$ cat src/hw/core_params.svh
`ifndef CORE_PARAMS_SVH
`define CORE_PARAMS_SVH

// data and address width
`define CORE_XLEN 32

// memory depths in 32-bit words
`define CORE_IMEM_DEPTH 64
`define CORE_DMEM_DEPTH 64

// clocks per half UART bit
`define CORE_HALF_BIT_DEFAULT 434

`endif
$ cat src/hw/core_pkg.sv
package core_pkg;

    // sequencer state, one per clock
    typedef enum logic [2:0] {
        st_fetch  = 3'd0,
        st_decode = 3'd1,
        st_exec   = 3'd2,
        st_mem    = 3'd3,
        st_wb     = 3'd4,
        st_out    = 3'd5
    } state_t;

    typedef enum logic [3:0] {
        alu_add    = 4'd0,
        alu_sub    = 4'd1,
        alu_and    = 4'd2,
        alu_or     = 4'd3,
        alu_xor    = 4'd4,
        alu_slt    = 4'd5,
        alu_pass_b = 4'd6
    } alu_op_t;

    // major opcodes, custom0 carries out
    typedef enum logic [6:0] {
        opc_lui     = 7'b0110111,
        opc_op_imm  = 7'b0010011,
        opc_op      = 7'b0110011,
        opc_load    = 7'b0000011,
        opc_store   = 7'b0100011,
        opc_branch  = 7'b1100011,
        opc_jal     = 7'b1101111,
        opc_custom0 = 7'b0001011
    } opcode_t;

    // second ALU operand source
    typedef enum logic [1:0] {
        src_reg = 2'd0,
        src_imm = 2'd1,
        src_pc4 = 2'd2
    } operand_src_t;

endpackage

$ cat src/hw/core_control.sv
`timescale 1ns/1ps
`include "core_params.svh"

module core_control (
    input  logic                  clk,
    input  logic                  rst,
    input  logic                  is_out,
    input  logic                  take_branch,
    input  logic [`CORE_XLEN-1:0] branch_target,
    input  logic                  busy,
    output core_pkg::state_t      state,
    output logic [`CORE_XLEN-1:0] pc,
    output logic                  tx_start,
    output logic                  wb_strobe
);
    import core_pkg::*;

    // pulse on the edge that enters st_out, so busy is already up there
    assign tx_start  = (state == st_exec) && is_out;
    assign wb_strobe = (state == st_wb);

    always_ff @(posedge clk) begin
        if (rst) begin
            state <= st_fetch;
            pc    <= '0;
        end else begin
            case (state)
                st_fetch:  state <= st_decode;
                st_decode: state <= st_exec;
                st_exec:   state <= is_out ? st_out : st_mem;
                st_out: begin
                    // hold until the frame has gone out
                    if (!busy) begin
                        state <= st_mem;
                    end
                end
                st_mem:    state <= st_wb;
                st_wb: begin
                    pc    <= take_branch ? branch_target : pc + `CORE_XLEN'd4;
                    state <= st_fetch;
                end
                default:   state <= st_fetch;
            endcase
        end
    end

endmodule

$ cat config.mk
export PLATFORM = sky130hd
export DESIGN_NAME = core_control
export DESIGN_NICKNAME = d
export VERILOG_FILES = /design/src/hw/core_pkg.sv /design/src/hw/core_control.sv
export VERILOG_INCLUDE_DIRS = /design/src /design/src/hw
export SDC_FILE = /design/constraint.sdc
export NUM_CORES = 1
export LEC_CHECK = 0
export ABC_AREA = 1
export BUFFER_PORTS_ARGS = -buffer_cell sky130_fd_sc_hd__buf_2
export CAP_MARGIN = 15
export CORE_UTILIZATION = 45
export CTS_CLUSTER_DIAMETER = 150
export DETAILED_ROUTE_END_ITERATION = 16
export GPL_TIMING_DRIVEN = 0
export PLACE_DENSITY = 0.84
export SYNTH_ARGS = -nofsm -noshare
export SYNTH_HDL_FRONTEND = slang
export SYNTH_SLANG_ARGS = --single-unit
$ cat constraint.sdc
create_clock -name clk -period 1.6 [get_ports clk]
set_input_delay 0.16 -clock clk [delete_from_list [all_inputs] [get_ports clk]]
set_output_delay 0.16 -clock clk [all_outputs]
set_load 0.02 [all_outputs]
==> summary.txt, run 1 <==
Die
  – Initial core utilization: about 47%
  – Row cnt: 26
  – Die height: 74.9 um
  – Die ar.: about 0.0056 mm2
  – IO Count: 74
  – Core area: approximately 0.0051 mm2
  – Width of the die: roughly 75 um

Global routing
  – GR Overflow Total: 0
  – Vias in the first global route: between 2000 and 3000
  – Largest net degree at the start of global routing: 11
  – GRT Total Usage: a little over a quarter
  – Initial antenna violation count: 0
  – First-pass GRT wire length: 11.2 mm

Placement
  – Placed cell area: 0.00284 mm2
  – Buffers on Ports: 72
  – Hpwl dp: roughly 5.3 mm
  – DP Worst Slack: -19.3 ps
  – Routability Congestion: a little over 0.9

Timing
  – Endpoints failing setup: 0
  – Tcrit/Tclk final: between 90% and 100%
  – Slew HR: about 62%
  – Worst setup margin: a little under 60 ps
  – Worst-case clock skew: about 3.6 ps
  – Max-slew violations: 0
  – RSZ-0062 raised after global routing: yes
  – Max Freq: between 600 and 700 MHz
  – Worst-Margin Slew: between 500 and 600 ps
  – Fin crit period: approximately 1500 ps
  – WHS: approximately 99 ps
  – Hold Fails Final Rpt: 0

Clocking
  – Clk sinks: 35
  – TritonCTS Buffers: 5
  – Clock Latency Late Sink: 290 ps
  – Htree depth: 2
  – Clock slew at reported path FFs: ~70 ps
  – Clock Path Buffers: 2
  – Clock Tree Root: clkbuf_8
  – TritonCTS clock tree: yes

Power
  – Peak VDD IR: 0.000477 V
  – PwrDens: between 600 and 700 mW/mm2
  – Tot Pwr: 1.88 mW
  – P_leak: between 1 and 1.5 nW

Worst setup path
  – Crit path buf inv count: 1
  – Worst setup SP type: flop
  – R2r endpoint: pc[30]
  – Worst Setup Path Type: flop to flop
  – Worst setup path endpoint: pc[30]
  – Max incr delay on CP: about 380 ps
  – Endpoint class of the critical path: flop
  – Crit path DAT: 1700 ps
  – Reg-to-Reg Start: pc[2]
  – Crit-path cells: ha_4, nand2_1, nor2_4, inv_1, nor2_2, nand2_1, nand2_1, nand3_1, nand2_1, a21oi_1
  – Worst Setup SP: pc[2]
  – Crit-path leading delay family: simple AND/OR/NAND/NOR gates
  – CP Data Required Time: around 1800 ps
  – Max stage delay cell, worst path: dfxtp_4
  – Crit path max fanout: 5
  – WP depth: 10
  – Most used cell, CP: nand2_1
  – Number of cells on the worst reg-to-reg path: 10
  – Flop-to-flop setup slack: between 50 and 60 ps

Run status
  – Status: finished clean

Synthesis
  – Mapped Cells: roughly 400
  – Area leader, netlist: dfxtp_1
  – Post-synthesis cell area: about 0.0024 mm2
  – Proportion of synthesized chip area in sequential cells: 29.3%
  – Synth cell types: 27
  – Synthesis Warnings: 0
  – Synth top area share: between 20% and 30%
  – Synth top area cells: dfxtp_1 (29%), nand2_1 (19%), nor2_1 (11%)
  – #FFs+latches synth: 35
  – Syn_nets: 435
  – Syn avg cell area: 6.02 um2

Finish
  – Layout cell share with drive strength beyond 1: 27.3%
  – Net count of the finished layout: ~520
  – Antenna cell count: 0
  – Design Area, Final: roughly 0.003 mm2
  – Area added between synthesis and finish: 26.2%
  – Final Util: about three fifths

Min path
  – Worst Hold Class: input pin to flop
  – Hold_sp: branch_target[0]

Drt
  – Via-per-instance ratio: around 5.4
  – WL final: just over 7 mm
  – Max layer used: met4
  – Number of remaining DRC errors: 0
  – Starting DRT DRC Count: between 200 and 250
  – Metal2 WL: 3.51 mm
  – Routed met3 length: 515 um
  – Post-route ant nets: 0
  – Routed length on met1: 3.10 mm
  – Vias: slightly below 3000
  – First-pass DRT Iterations: 5
  – WL/cell: ~13 um

Flow run
  – Max-Cap Viols: 0
cell usage in the layout (no fill, tap or decap):
cell / instances
a21oi_2: 2
inv_1: 28
nor2_1: 69
nand3_1: 40
buf_4: 8
nor3_2: 1
nor2_2: 3
nor2_4: 10
nand4_1: 2
nand2_1: 116
o21ai_0: 6
nor3_1: 9
nand2_4: 2
a22oi_1: 7
dfxtp_4: 1
clkbuf_1: 4
nor4_1: 1
dfxtp_2: 7
ha_4: 1
o221ai_1: 1
and2_1: 1
inv_4: 1
o211ai_1: 6
a21oi_1: 27
nand2_2: 6
a31oi_1: 5
clkbuf_8: 7
inv_2: 3
dfxtp_1: 27
nor2_8: 1
buf_2: 78
cells by family after synthesis:
| logic type | Yosys count | synth area share [%] |
|---|---|---|
| AOI/OAI and AO/OA | 54 | 13.4 |
| adders and majority gates | 1 | 0.523 |
| buffers and inverters | 46 | 8.11 |
| DFF | 35 | 29.3 |
| and+or+nand+nor | 261 | 48.7 |
cell type report:
type	instances	area [um2]
Timing Repair Buffer	75	383
Fill cell	519	2090
Inverter	32	123
Tap cell	70	87.6
Buffer	14	78.8
Clock buffer	8	100
Sequential cell	35	713
Multi-Input combinational cell	316	1530
per-layer routing:
metal	vias up	global-route usage, %
li1	1453	-
met1	1335	33.4
met2	139	44.5
met3	17	4.95
met4	0	9.43
met5	-	0
stage by stage:
| stage | std cells | setup TNS, ps |
|---|---|---|
| finish | 550 | 0 |
| floorplan | 397 | 0 |
| CTS | 547 | 0 |
| detailed placement | 539 | -33.0 |
| global route | 550 | -71.3 |
| global placement | 539 | 0 |
power breakdown:
| group | total [mW] | switching [mW] | leakage [nW] | internal (mW) |
|---|---|---|---|---|
| clock network | 0.723 | 0.330 | 0.0515 | 0.393 |
| logic | 0.243 | 0.148 | 0.896 | 0.0950 |
| registers | 0.918 | 0.0275 | 0.287 | 0.890 |
| total | 1.88 | 0.506 | 1.23 | 1.38 |
registers in the layout, indices dropped and copies added, names as in the netlist:
signal	cells
state	3
pc	32
cells in the mapped netlist (all sizes together):
library cell and count:
nor2 83, a31oi 5, and2 1, nand2 124, ha 1, nand4 2, buf 11, dfxtp 35
nor4 1, clkbuf 3, nor3 10, o21ai 6, nand3 40, o221ai 1, inv 32, a21oi 29
a22oi 7, o211ai 6
worst min-delay path by stage:
| stage | slack (ps) | end | cells after the start |
|---|---|---|---|
| final | 100 | pc[0] | 3 |
| after global routing | 110 | pc[0] | 3 |
| after CTS | 100 | pc[1] | 3 |
| after detailed placement | 400 | pc[1] | 3 |
| after global placement | 380 | pc[0] | 3 |
| after floorplan | 290 | pc[0] | 2 |
timing repair:
item	CTS	global route
setup endpoints to repair	3	20
hold buffers	0	0
setup buffers	0	3
pin swaps	0	5
gates resized for setup	4	19
worst min-delay path: stages:
cell and delay, ps:
buf_2 80, nor2_1 30, nor2_1 80
Note: power is estimated with default switching activity, not from simulation.
==> inputs of run 2 (changes only) <==
--- a/config.mk
+++ b/config.mk
@@ -6,14 +6,14 @@
 export SDC_FILE = /design/constraint.sdc
 export NUM_CORES = 1
 export LEC_CHECK = 0
-export ABC_AREA = 1
 export BUFFER_PORTS_ARGS = -buffer_cell sky130_fd_sc_hd__buf_2
 export CAP_MARGIN = 15
 export CORE_UTILIZATION = 45
 export CTS_CLUSTER_DIAMETER = 150
 export DETAILED_ROUTE_END_ITERATION = 16
 export GPL_TIMING_DRIVEN = 0
-export PLACE_DENSITY = 0.84
+export PLACE_DENSITY = 0.85
+export SETUP_SLACK_MARGIN = 0.05
 export SYNTH_ARGS = -nofsm -noshare
 export SYNTH_HDL_FRONTEND = slang
 export SYNTH_SLANG_ARGS = --single-unit
==> run 2 against run 1 <==
The run now ends with negative setup slack left. Global-route usage is 8.7 points higher. Worst setup slack got worse by 340 ps. Final cell count shrank 12%. Power is 10% higher. Core utilization increased by 25 points. Clock skew increased by 3.9 ps. Register-to-register slack got worse by 340 ps. Non-clock buffer count grew 62. Combinational power is 100% higher. Cell area rose by 25%. Highest routed layer unchanged.
==> summary.txt, run 2 <==
Finish
  – Non-filler cells, final: 482 (was 550)
  – Antenna cell count: 0 (unchanged)
  – Net count of the finished layout: 467 (was 517)
  – Biggest regs: pc (32), state (3) (unchanged)
  – Final Util: 83.7% (was 59.1%)
  – Most frequent cells in the layout: buf_2 (71), buf_4 (41), nand2_1 (28), nor2_1 (28), a21oi_1 (23) (was nand2_1 (116), buf_2 (78), nor2_1 (69), nand3_1 (40), inv_1 (28))
  – Layout cell share with drive strength beyond 1: 55.6% (was 27.3%)
  – Area added between synthesis and finish: 72.7% (was 26.2%)
  – Commonest non-fill, non-tap cell in the layout: buf_2 (was nand2_1)
  – Number of flip-flops in the largest register: 32 (unchanged)
  – Largest Register: pc (unchanged)

Clocking
  – Clock Tree Root: clkbuf_8 (unchanged)
  – Clk sinks: 35 (unchanged)
  – TritonCTS clock tree: yes (unchanged)
  – Clock Path Buffers: 2 (unchanged)
  – Htree depth: 2 (unchanged)
  – Clock Latency Late Sink: 310 ps (was 290 ps)
  – TritonCTS Buffers: 5 (unchanged)
  – Clock slew at reported path FFs: 70 ps (about the same)

Drt
  – Number of remaining DRC errors: 0 (unchanged)
  – Via-per-instance ratio: 7.05 (was 5.35)
  – Vias: 3400 (was 2944)
  – WL/cell: 23.9 um (was 13.2 um)
  – Post-route ant nets: 0 (unchanged)
  – First-pass DRT Iterations: 6 (was 5)
  – Starting DRT DRC Count: 679 (was 241)
  – WL final: 11.5 mm (was 7.25 mm)

Synthesis
  – Area leader, netlist: dfxtp_1 (unchanged)
  – Post-synthesis cell area: 0.00218 mm2 (was 0.00239 mm2)
  – Synth cell types: 52 (was 27)
  – Synth top area share: 32.1% (was 29.3%)
  – Asr flop ratio synth: 0% (unchanged)
  – Synthesis Warnings: 0 (unchanged)
  – Top-count cell post-synth: dfxtp_1 (was nand2_1)
  – Mapped Cells: 294 (was 397)
  – Synth Flop Type: dfxtp_1 (unchanged)
  – Post-synth EDFFs: 0 (unchanged)
  – Syn avg cell area: 7.43 um2 (was 6.02 um2)
  – #FFs+latches synth: 35 (unchanged)
  – Syn_nets: 332 (was 435)
  – Proportion of synthesized chip area in sequential cells: 32.1% (was 29.3%)
  – Synth top area cells: dfxtp_1 (32%), a21oi_1 (6.0%), nor2_1 (5.8%) (was dfxtp_1 (29%), nand2_1 (19%), nor2_1 (11%))
  – Most instantiated cells after synthesis: dfxtp_1 (35), nor2_1 (34), nand2_1 (31) (was nand2_1 (120), nor2_1 (70), nand3_1 (40))

Power
  – Peak VDD IR: 0.000545 V (was 0.000477 V)
  – P_leak: 1.59 nW (was 1.23 nW)
  – PwrDens: 552 mW/mm2 (was 625 mW/mm2)

Timing
  – Slew HR: 50.6% (was 62.2%)
  – Tcrit/Tclk final: 118% (was 96.4%)
  – Endpoints failing setup: 26 (was 0)
  – Worst-case clock skew: 7.44 ps (was 3.58 ps)
  – Worst setup margin: -284 ps (was 58.0 ps)
  – Hold Fails Final Rpt: 0 (unchanged)
  – Max-slew violations: 0 (unchanged)
  – RSZ-0062 raised after global routing: yes (unchanged)
  – Worst-Margin Slew: 741 ps (was 567 ps)
  – Fin crit period: 1880 ps (was 1540 ps)
  – Max Freq: 531 MHz (was 649 MHz)

Die
  – Die height: 71.7 um (was 74.9 um)
  – IO Count: 74 (unchanged)
  – Die ar.: 0.00513 mm2 (was 0.00561 mm2)
  – Initial core utilization: 48.5% (was 46.8%)
  – Core area: 0.00450 mm2 (was 0.00511 mm2)
  – Width of the die: 71.7 um (was 74.9 um)
  – Row cnt: 24 (was 26)

Run status
  – Failing checks: negative setup slack
  – Status: finished with violations (was finished clean)

Worst setup path
  – Crit path DAT: 2080 ps (was 1700 ps)
  – Worst setup SP type: flop (unchanged)
  – Crit-path cells: nand4_1, buf_6, nor4_4, buf_4, buf_6, buf_6, nor3b_2, o21ai_1, a21oi_1 (was ha_4, nand2_1, nor2_4, inv_1, nor2_2, nand2_1, nand2_1, nand3_1, nand2_1, a21oi_1)
  – Flop-to-flop setup slack: -280 ps (was 60 ps)
  – Crit path max fanout: 5 (unchanged)
  – CP Data Required Time: 1800 ps (was 1750 ps)
  – Max incr delay on CP: 380 ps (about the same)
  – Most used cell, CP: buf_6 (was nand2_1)
  – Endpoint class of the critical path: flop (unchanged)
  – Max stage delay cell, worst path: dfxtp_4 (unchanged)
  – Worst Setup Path Type: flop to flop (unchanged)

Global routing
  – Initial antenna violation count: 0 (unchanged)
  – GRT Total Usage: 35.1% (was 26.3%)
  – GR Overflow Total: 0 (unchanged)
  – Vias in the first global route: 2951 (was 2525)
  – First-pass GRT wire length: 14.0 mm (was 11.2 mm)
  – Largest net degree at the start of global routing: 11 (unchanged)

Placement
  – Hpwl dp: 5.14 mm (was 5.33 mm)
  – Routability Congestion: 0.902 (was 0.932)
  – Buffers on Ports: 71 (was 72)
  – Placed insts: 417 (was 539)

Min path
  – Worst Hold Class: input pin to flop (unchanged)

Flow run
  – Max-Cap Viols: 0 (unchanged)
run 2: final timing paths:
check,from,to,cells after the start
max,pc[4],pc[15],9
min,branch_target[0],pc[0],3
max reg2reg,pc[4],pc[15],9
min reg2reg,pc[1],pc[1],2
run 2: cells by family after synthesis:
logic type	share of synthesized area (%)
compound gates	27.1
flops	32.1
mux	3.67
simple gates	31.6
fa+ha+maj	0.573
buf+inv	4.99
run 2: worst max-delay path, delay by kind of cell, from the launching register on:
family,cells,cell delay (ps)
AO/OA/AOI/OAI,2,330
AND/OR/NAND/NOR,3,490
flip-flops,1,380
buffers and inverters,4,580
run 2: layout make-up:
cell class                      instances  area (um2)
Clock buffer                            8        80.1
Inverter                                3        18.8
Tap cell                               52        65.1
Timing Repair Buffer                  130         902
Multi-Input combinational cell        233        1730
Buffer                                 21         185
Sequential cell                        35         793
Fill cell                             250         734
run 2: metal layers:
layer / part of all wire, % / vias up / track usage (%)
met4: 8.4 / 0 / 21.1
met3: 13 / 120 / 9.70
met5: 0 / - / 0
met1: 34 / 1525 / 43.5
met2: 44 / 365 / 54.2
li1: - / 1390 / -
run 2: report_power, final:
group,switching (mW),leakage [nW],internal [mW]
Combinational,0.285,1.25,0.209
Clock,0.354,0.0395,0.310
Sequential,0.0408,0.305,0.880
run 2: metrics by stage:
stage / area [um2] / hold slack (ps) / total power [mW] / setup WS [ps] / setup TNS [ps]
after floorplan: 2310 / 296 / 1.15 / -39.8 / -60.6
final: 3770 / 94.8 / 2.08 / -284 / -3090
after detailed placement: 2730 / 412 / 1.29 / -336 / -4750
after global placement: 2730 / 406 / 1.28 / -335 / -4070
after global routing: 3770 / 99.1 / 2.12 / -313 / -4510
after CTS: 3360 / 107 / 1.96 / -98.1 / -462
run 2: timing repair:
item,in CTS,in global routing
setup buffers,39,18
setup endpoints to repair,32,31
cloned,2,1
pin swaps,29,32
gates resized for setup,76,70
hold buffers,0,0
==> inputs of run 3 (changes only) <==
--- a/config.mk
+++ b/config.mk
@@ -6,13 +6,13 @@
 export SDC_FILE = /design/constraint.sdc
 export NUM_CORES = 1
 export LEC_CHECK = 0
-export BUFFER_PORTS_ARGS = -buffer_cell sky130_fd_sc_hd__buf_2
 export CAP_MARGIN = 15
 export CORE_UTILIZATION = 45
 export CTS_CLUSTER_DIAMETER = 150
 export DETAILED_ROUTE_END_ITERATION = 16
+export DONT_BUFFER_PORTS = 1
 export GPL_TIMING_DRIVEN = 0
-export PLACE_DENSITY = 0.85
+export PLACE_DENSITY = 0.72
 export SETUP_SLACK_MARGIN = 0.05
 export SYNTH_ARGS = -nofsm -noshare
 export SYNTH_HDL_FRONTEND = slang
==> run 3 against run 2 <==
The run still ends with negative setup slack left. Critical path depth shrank 3. Cell area shrank 19%. Global-route usage shrank 2.8 points. Critical path type unchanged. Critical endpoint is now pc[26]. Largest cell class unchanged. Largest power group unchanged.
==> summary.txt, run 3 (synthesis gave the netlist of run 2 again) <==
Timing
  – Worst-Margin Slew: 686 ps (was 741 ps)
  – Fin crit period: 1800 ps (was 1880 ps)
  – Worst setup margin: -198 ps (was -284 ps)
  – Worst-case clock skew: 11.0 ps (was 7.44 ps)
  – Hold Fails Final Rpt: 0 (unchanged)
  – Slew HR: 54.2% (was 50.6%)
  – WHS: 4.64 ps (was 94.8 ps)
  – RSZ-0062 raised after global routing: yes (unchanged)
  – Max-slew violations: 0 (unchanged)
  – Max Freq: 556 MHz (was 531 MHz)
  – Endpoints failing setup: 30 (was 26)
  – Tcrit/Tclk final: 112% (was 118%)
  – Total Neg Setup Slack: -3380 ps (was -3090 ps)

Drt
  – First-pass DRT Iterations: 5 (was 6)
  – Starting DRT DRC Count: 441 (was 679)
  – Vias: 2659 (was 3400)
  – WL/cell: 21.8 um (was 23.9 um)
  – Post-route ant nets: 0 (unchanged)
  – WL final: 8.45 mm (was 11.5 mm)
  – Via-per-instance ratio: 6.87 (was 7.05)
  – Number of remaining DRC errors: 0 (unchanged)

Min path
  – Worst Hold Class: input pin to flop (unchanged)

Finish
  – Commonest non-fill, non-tap cell in the layout: nor2_1 (was buf_2)
  – Number of flip-flops in the largest register: 32 (unchanged)
  – Layout cell share with drive strength beyond 1: 36.1% (was 55.6%)
  – Antenna cell count: 0 (unchanged)
  – Area added between synthesis and finish: 39.5% (was 72.7%)
  – Largest Register: pc (unchanged)
  – Fillcell total: 346 (was 250)
  – Biggest regs: pc (32), state (3) (unchanged)
  – Most frequent cells in the layout: nor2_1 (32), nand2_1 (29), buf_4 (27), dfxtp_4 (25), a21oi_1 (21) (was buf_2 (71), buf_4 (41), nand2_1 (28), nor2_1 (28), a21oi_1 (23))
  – Net count of the finished layout: 372 (was 467)

Worst setup path
  – Worst setup SP type: flop (unchanged)
  – Crit-path cells: nand2_2, nor4_4, buf_4, nand4_1, mux2i_1, o22ai_1 (was nand4_1, buf_6, nor4_4, buf_4, buf_6, buf_6, nor3b_2, o21ai_1, a21oi_1)
  – Endpoint class of the critical path: flop (unchanged)
  – Crit path max fanout: 8 (was 5)
  – Crit-path leading delay family: simple AND/OR/NAND/NOR gates (was buffers and inverters)
  – Max incr delay on CP: 450 ps (was 380 ps)
  – Crit path buf inv count: 1 (was 4)
  – Worst Setup Path Type: flop to flop (unchanged)
  – CP Data Required Time: 1750 ps (was 1800 ps)
  – Max stage delay cell, worst path: dfxtp_2 (was dfxtp_4)
  – Crit path DAT: 1950 ps (was 2080 ps)

Placement
  – Buffers on Ports: 0 (was 71)
  – Hpwl dp: 5.14 mm (about the same)
  – Routability Congestion: 0.877 (was 0.902)

Global routing
  – GRT Total Usage: 32.3% (was 35.1%)
  – GR Overflow Total: 0 (unchanged)
  – First-pass GRT wire length: 12.7 mm (was 14.0 mm)
  – Vias in the first global route: 2459 (was 2951)
  – Initial antenna violation count: 0 (unchanged)
  – Largest net degree at the start of global routing: 11 (unchanged)

Die
  – Width of the die: 71.7 um (unchanged)
  – Initial core utilization: 48.5% (unchanged)
  – Die height: 71.7 um (unchanged)
  – IO Count: 74 (unchanged)
  – Row cnt: 24 (unchanged)
  – Core area: 0.00450 mm2 (unchanged)
  – Die ar.: 0.00513 mm2 (unchanged)

Power
  – PwrDens: 630 mW/mm2 (was 552 mW/mm2)
  – Tot Pwr: 1.92 mW (was 2.08 mW)
  – Clock share of power: 35.0% (was 31.9%)
  – Sw Ratio: 30.2% (was 32.7%)
  – P_leak: 1.12 nW (was 1.59 nW)
  – Peak VDD IR: 0.000463 V (was 0.000545 V)
  – Part of the power in registers: 50.3% (was 44.3%)
  – Internal: 1.34 mW (was 1.40 mW)
  – Switching pwr: 0.580 mW (was 0.680 mW)
  – Logic pwr share: 14.7% (was 23.8%)

Clocking
  – TritonCTS clock tree: yes (unchanged)
  – TritonCTS Buffers: 5 (unchanged)
  – Clock Latency Late Sink: 300 ps (was 310 ps)
  – Clk sinks: 35 (unchanged)
  – Htree depth: 2 (unchanged)
  – Clock Tree Root: clkbuf_8 (unchanged)
  – Clock slew at reported path FFs: 70 ps (about the same)
  – Clock Path Buffers: 2 (unchanged)

Flow run
  – Max-Cap Viols: 0 (unchanged)

Run status
  – Failing checks: negative setup slack (unchanged)
  – Status: finished with violations (unchanged)
[run 3: changes by cell type in the layout (fill, tap and decap cells not counted), sizes merged]
cell	before	now
clkbuf	22	25
bufbuf	0	1
buf	137	36
dlygate4sd3	0	1
clkinv	0	1
[run 3: cell type report]
cell class                 count  area (um2)  share of cell area, %
sequential                    35         803                   26.4
clock buffer                   7        86.3                   2.83
clock inverter                 1        3.75                  0.123
timing repair buffer          33         305                   10.0
inverter                       3        16.3                  0.534
tap                           52        65.1                   2.14
buffer                        23         203                   6.65
multi-input combinational    233        1560                   51.3
[run 3: worst paths after layout]
path / slack, ps / end / depth (start not counted) / start
max: -200 / pc[26] / 6 / pc[7]
min: 5 / pc[1] / 2 / branch_target[1]
max reg2reg: -200 / pc[26] / 6 / pc[7]
min reg2reg: 540 / pc[9] / 2 / pc[9]
[run 3: metrics by stage]
stage	worst slack, ps	util (%)	instance area [um2]	cells
global route	-302	67.6	3050	387
detailed placement	-363	52.8	2380	346
global placement	-334	52.8	2380	346
finish	-198	67.6	3050	387
CTS	-169	65.4	2950	380
floorplan	-39.8	-	2310	294
[run 3: layer usage]
layer,up-vias,wire length (um),track usage [%]
met2,193,4010,52.9
met5,-,0,0
li1,1203,-,-
met3,28,901,8.44
met4,0,217,11.5
met1,1235,3320,40.8
[run 3: power groups by stage]
stage,registers (mW),logic [mW],clock network (mW)
floorplan,0.990,0.164,0
global placement,1.00,0.211,0
detailed placement,1.00,0.217,0
CTS,0.968,0.269,0.678
global route,0.970,0.304,0.723
finish,0.965,0.282,0.672
[run 3: repair_timing]
action / CTS / global route
hold buffers: 1 / 0
resized for setup: 70 / 19
pin swaps: 29 / 10
endpoints found under the hold margin: 1 / 0
buffers inserted: 22 / 7
endpoints found under the setup margin: 33 / 33
gates cloned: 3 / 0
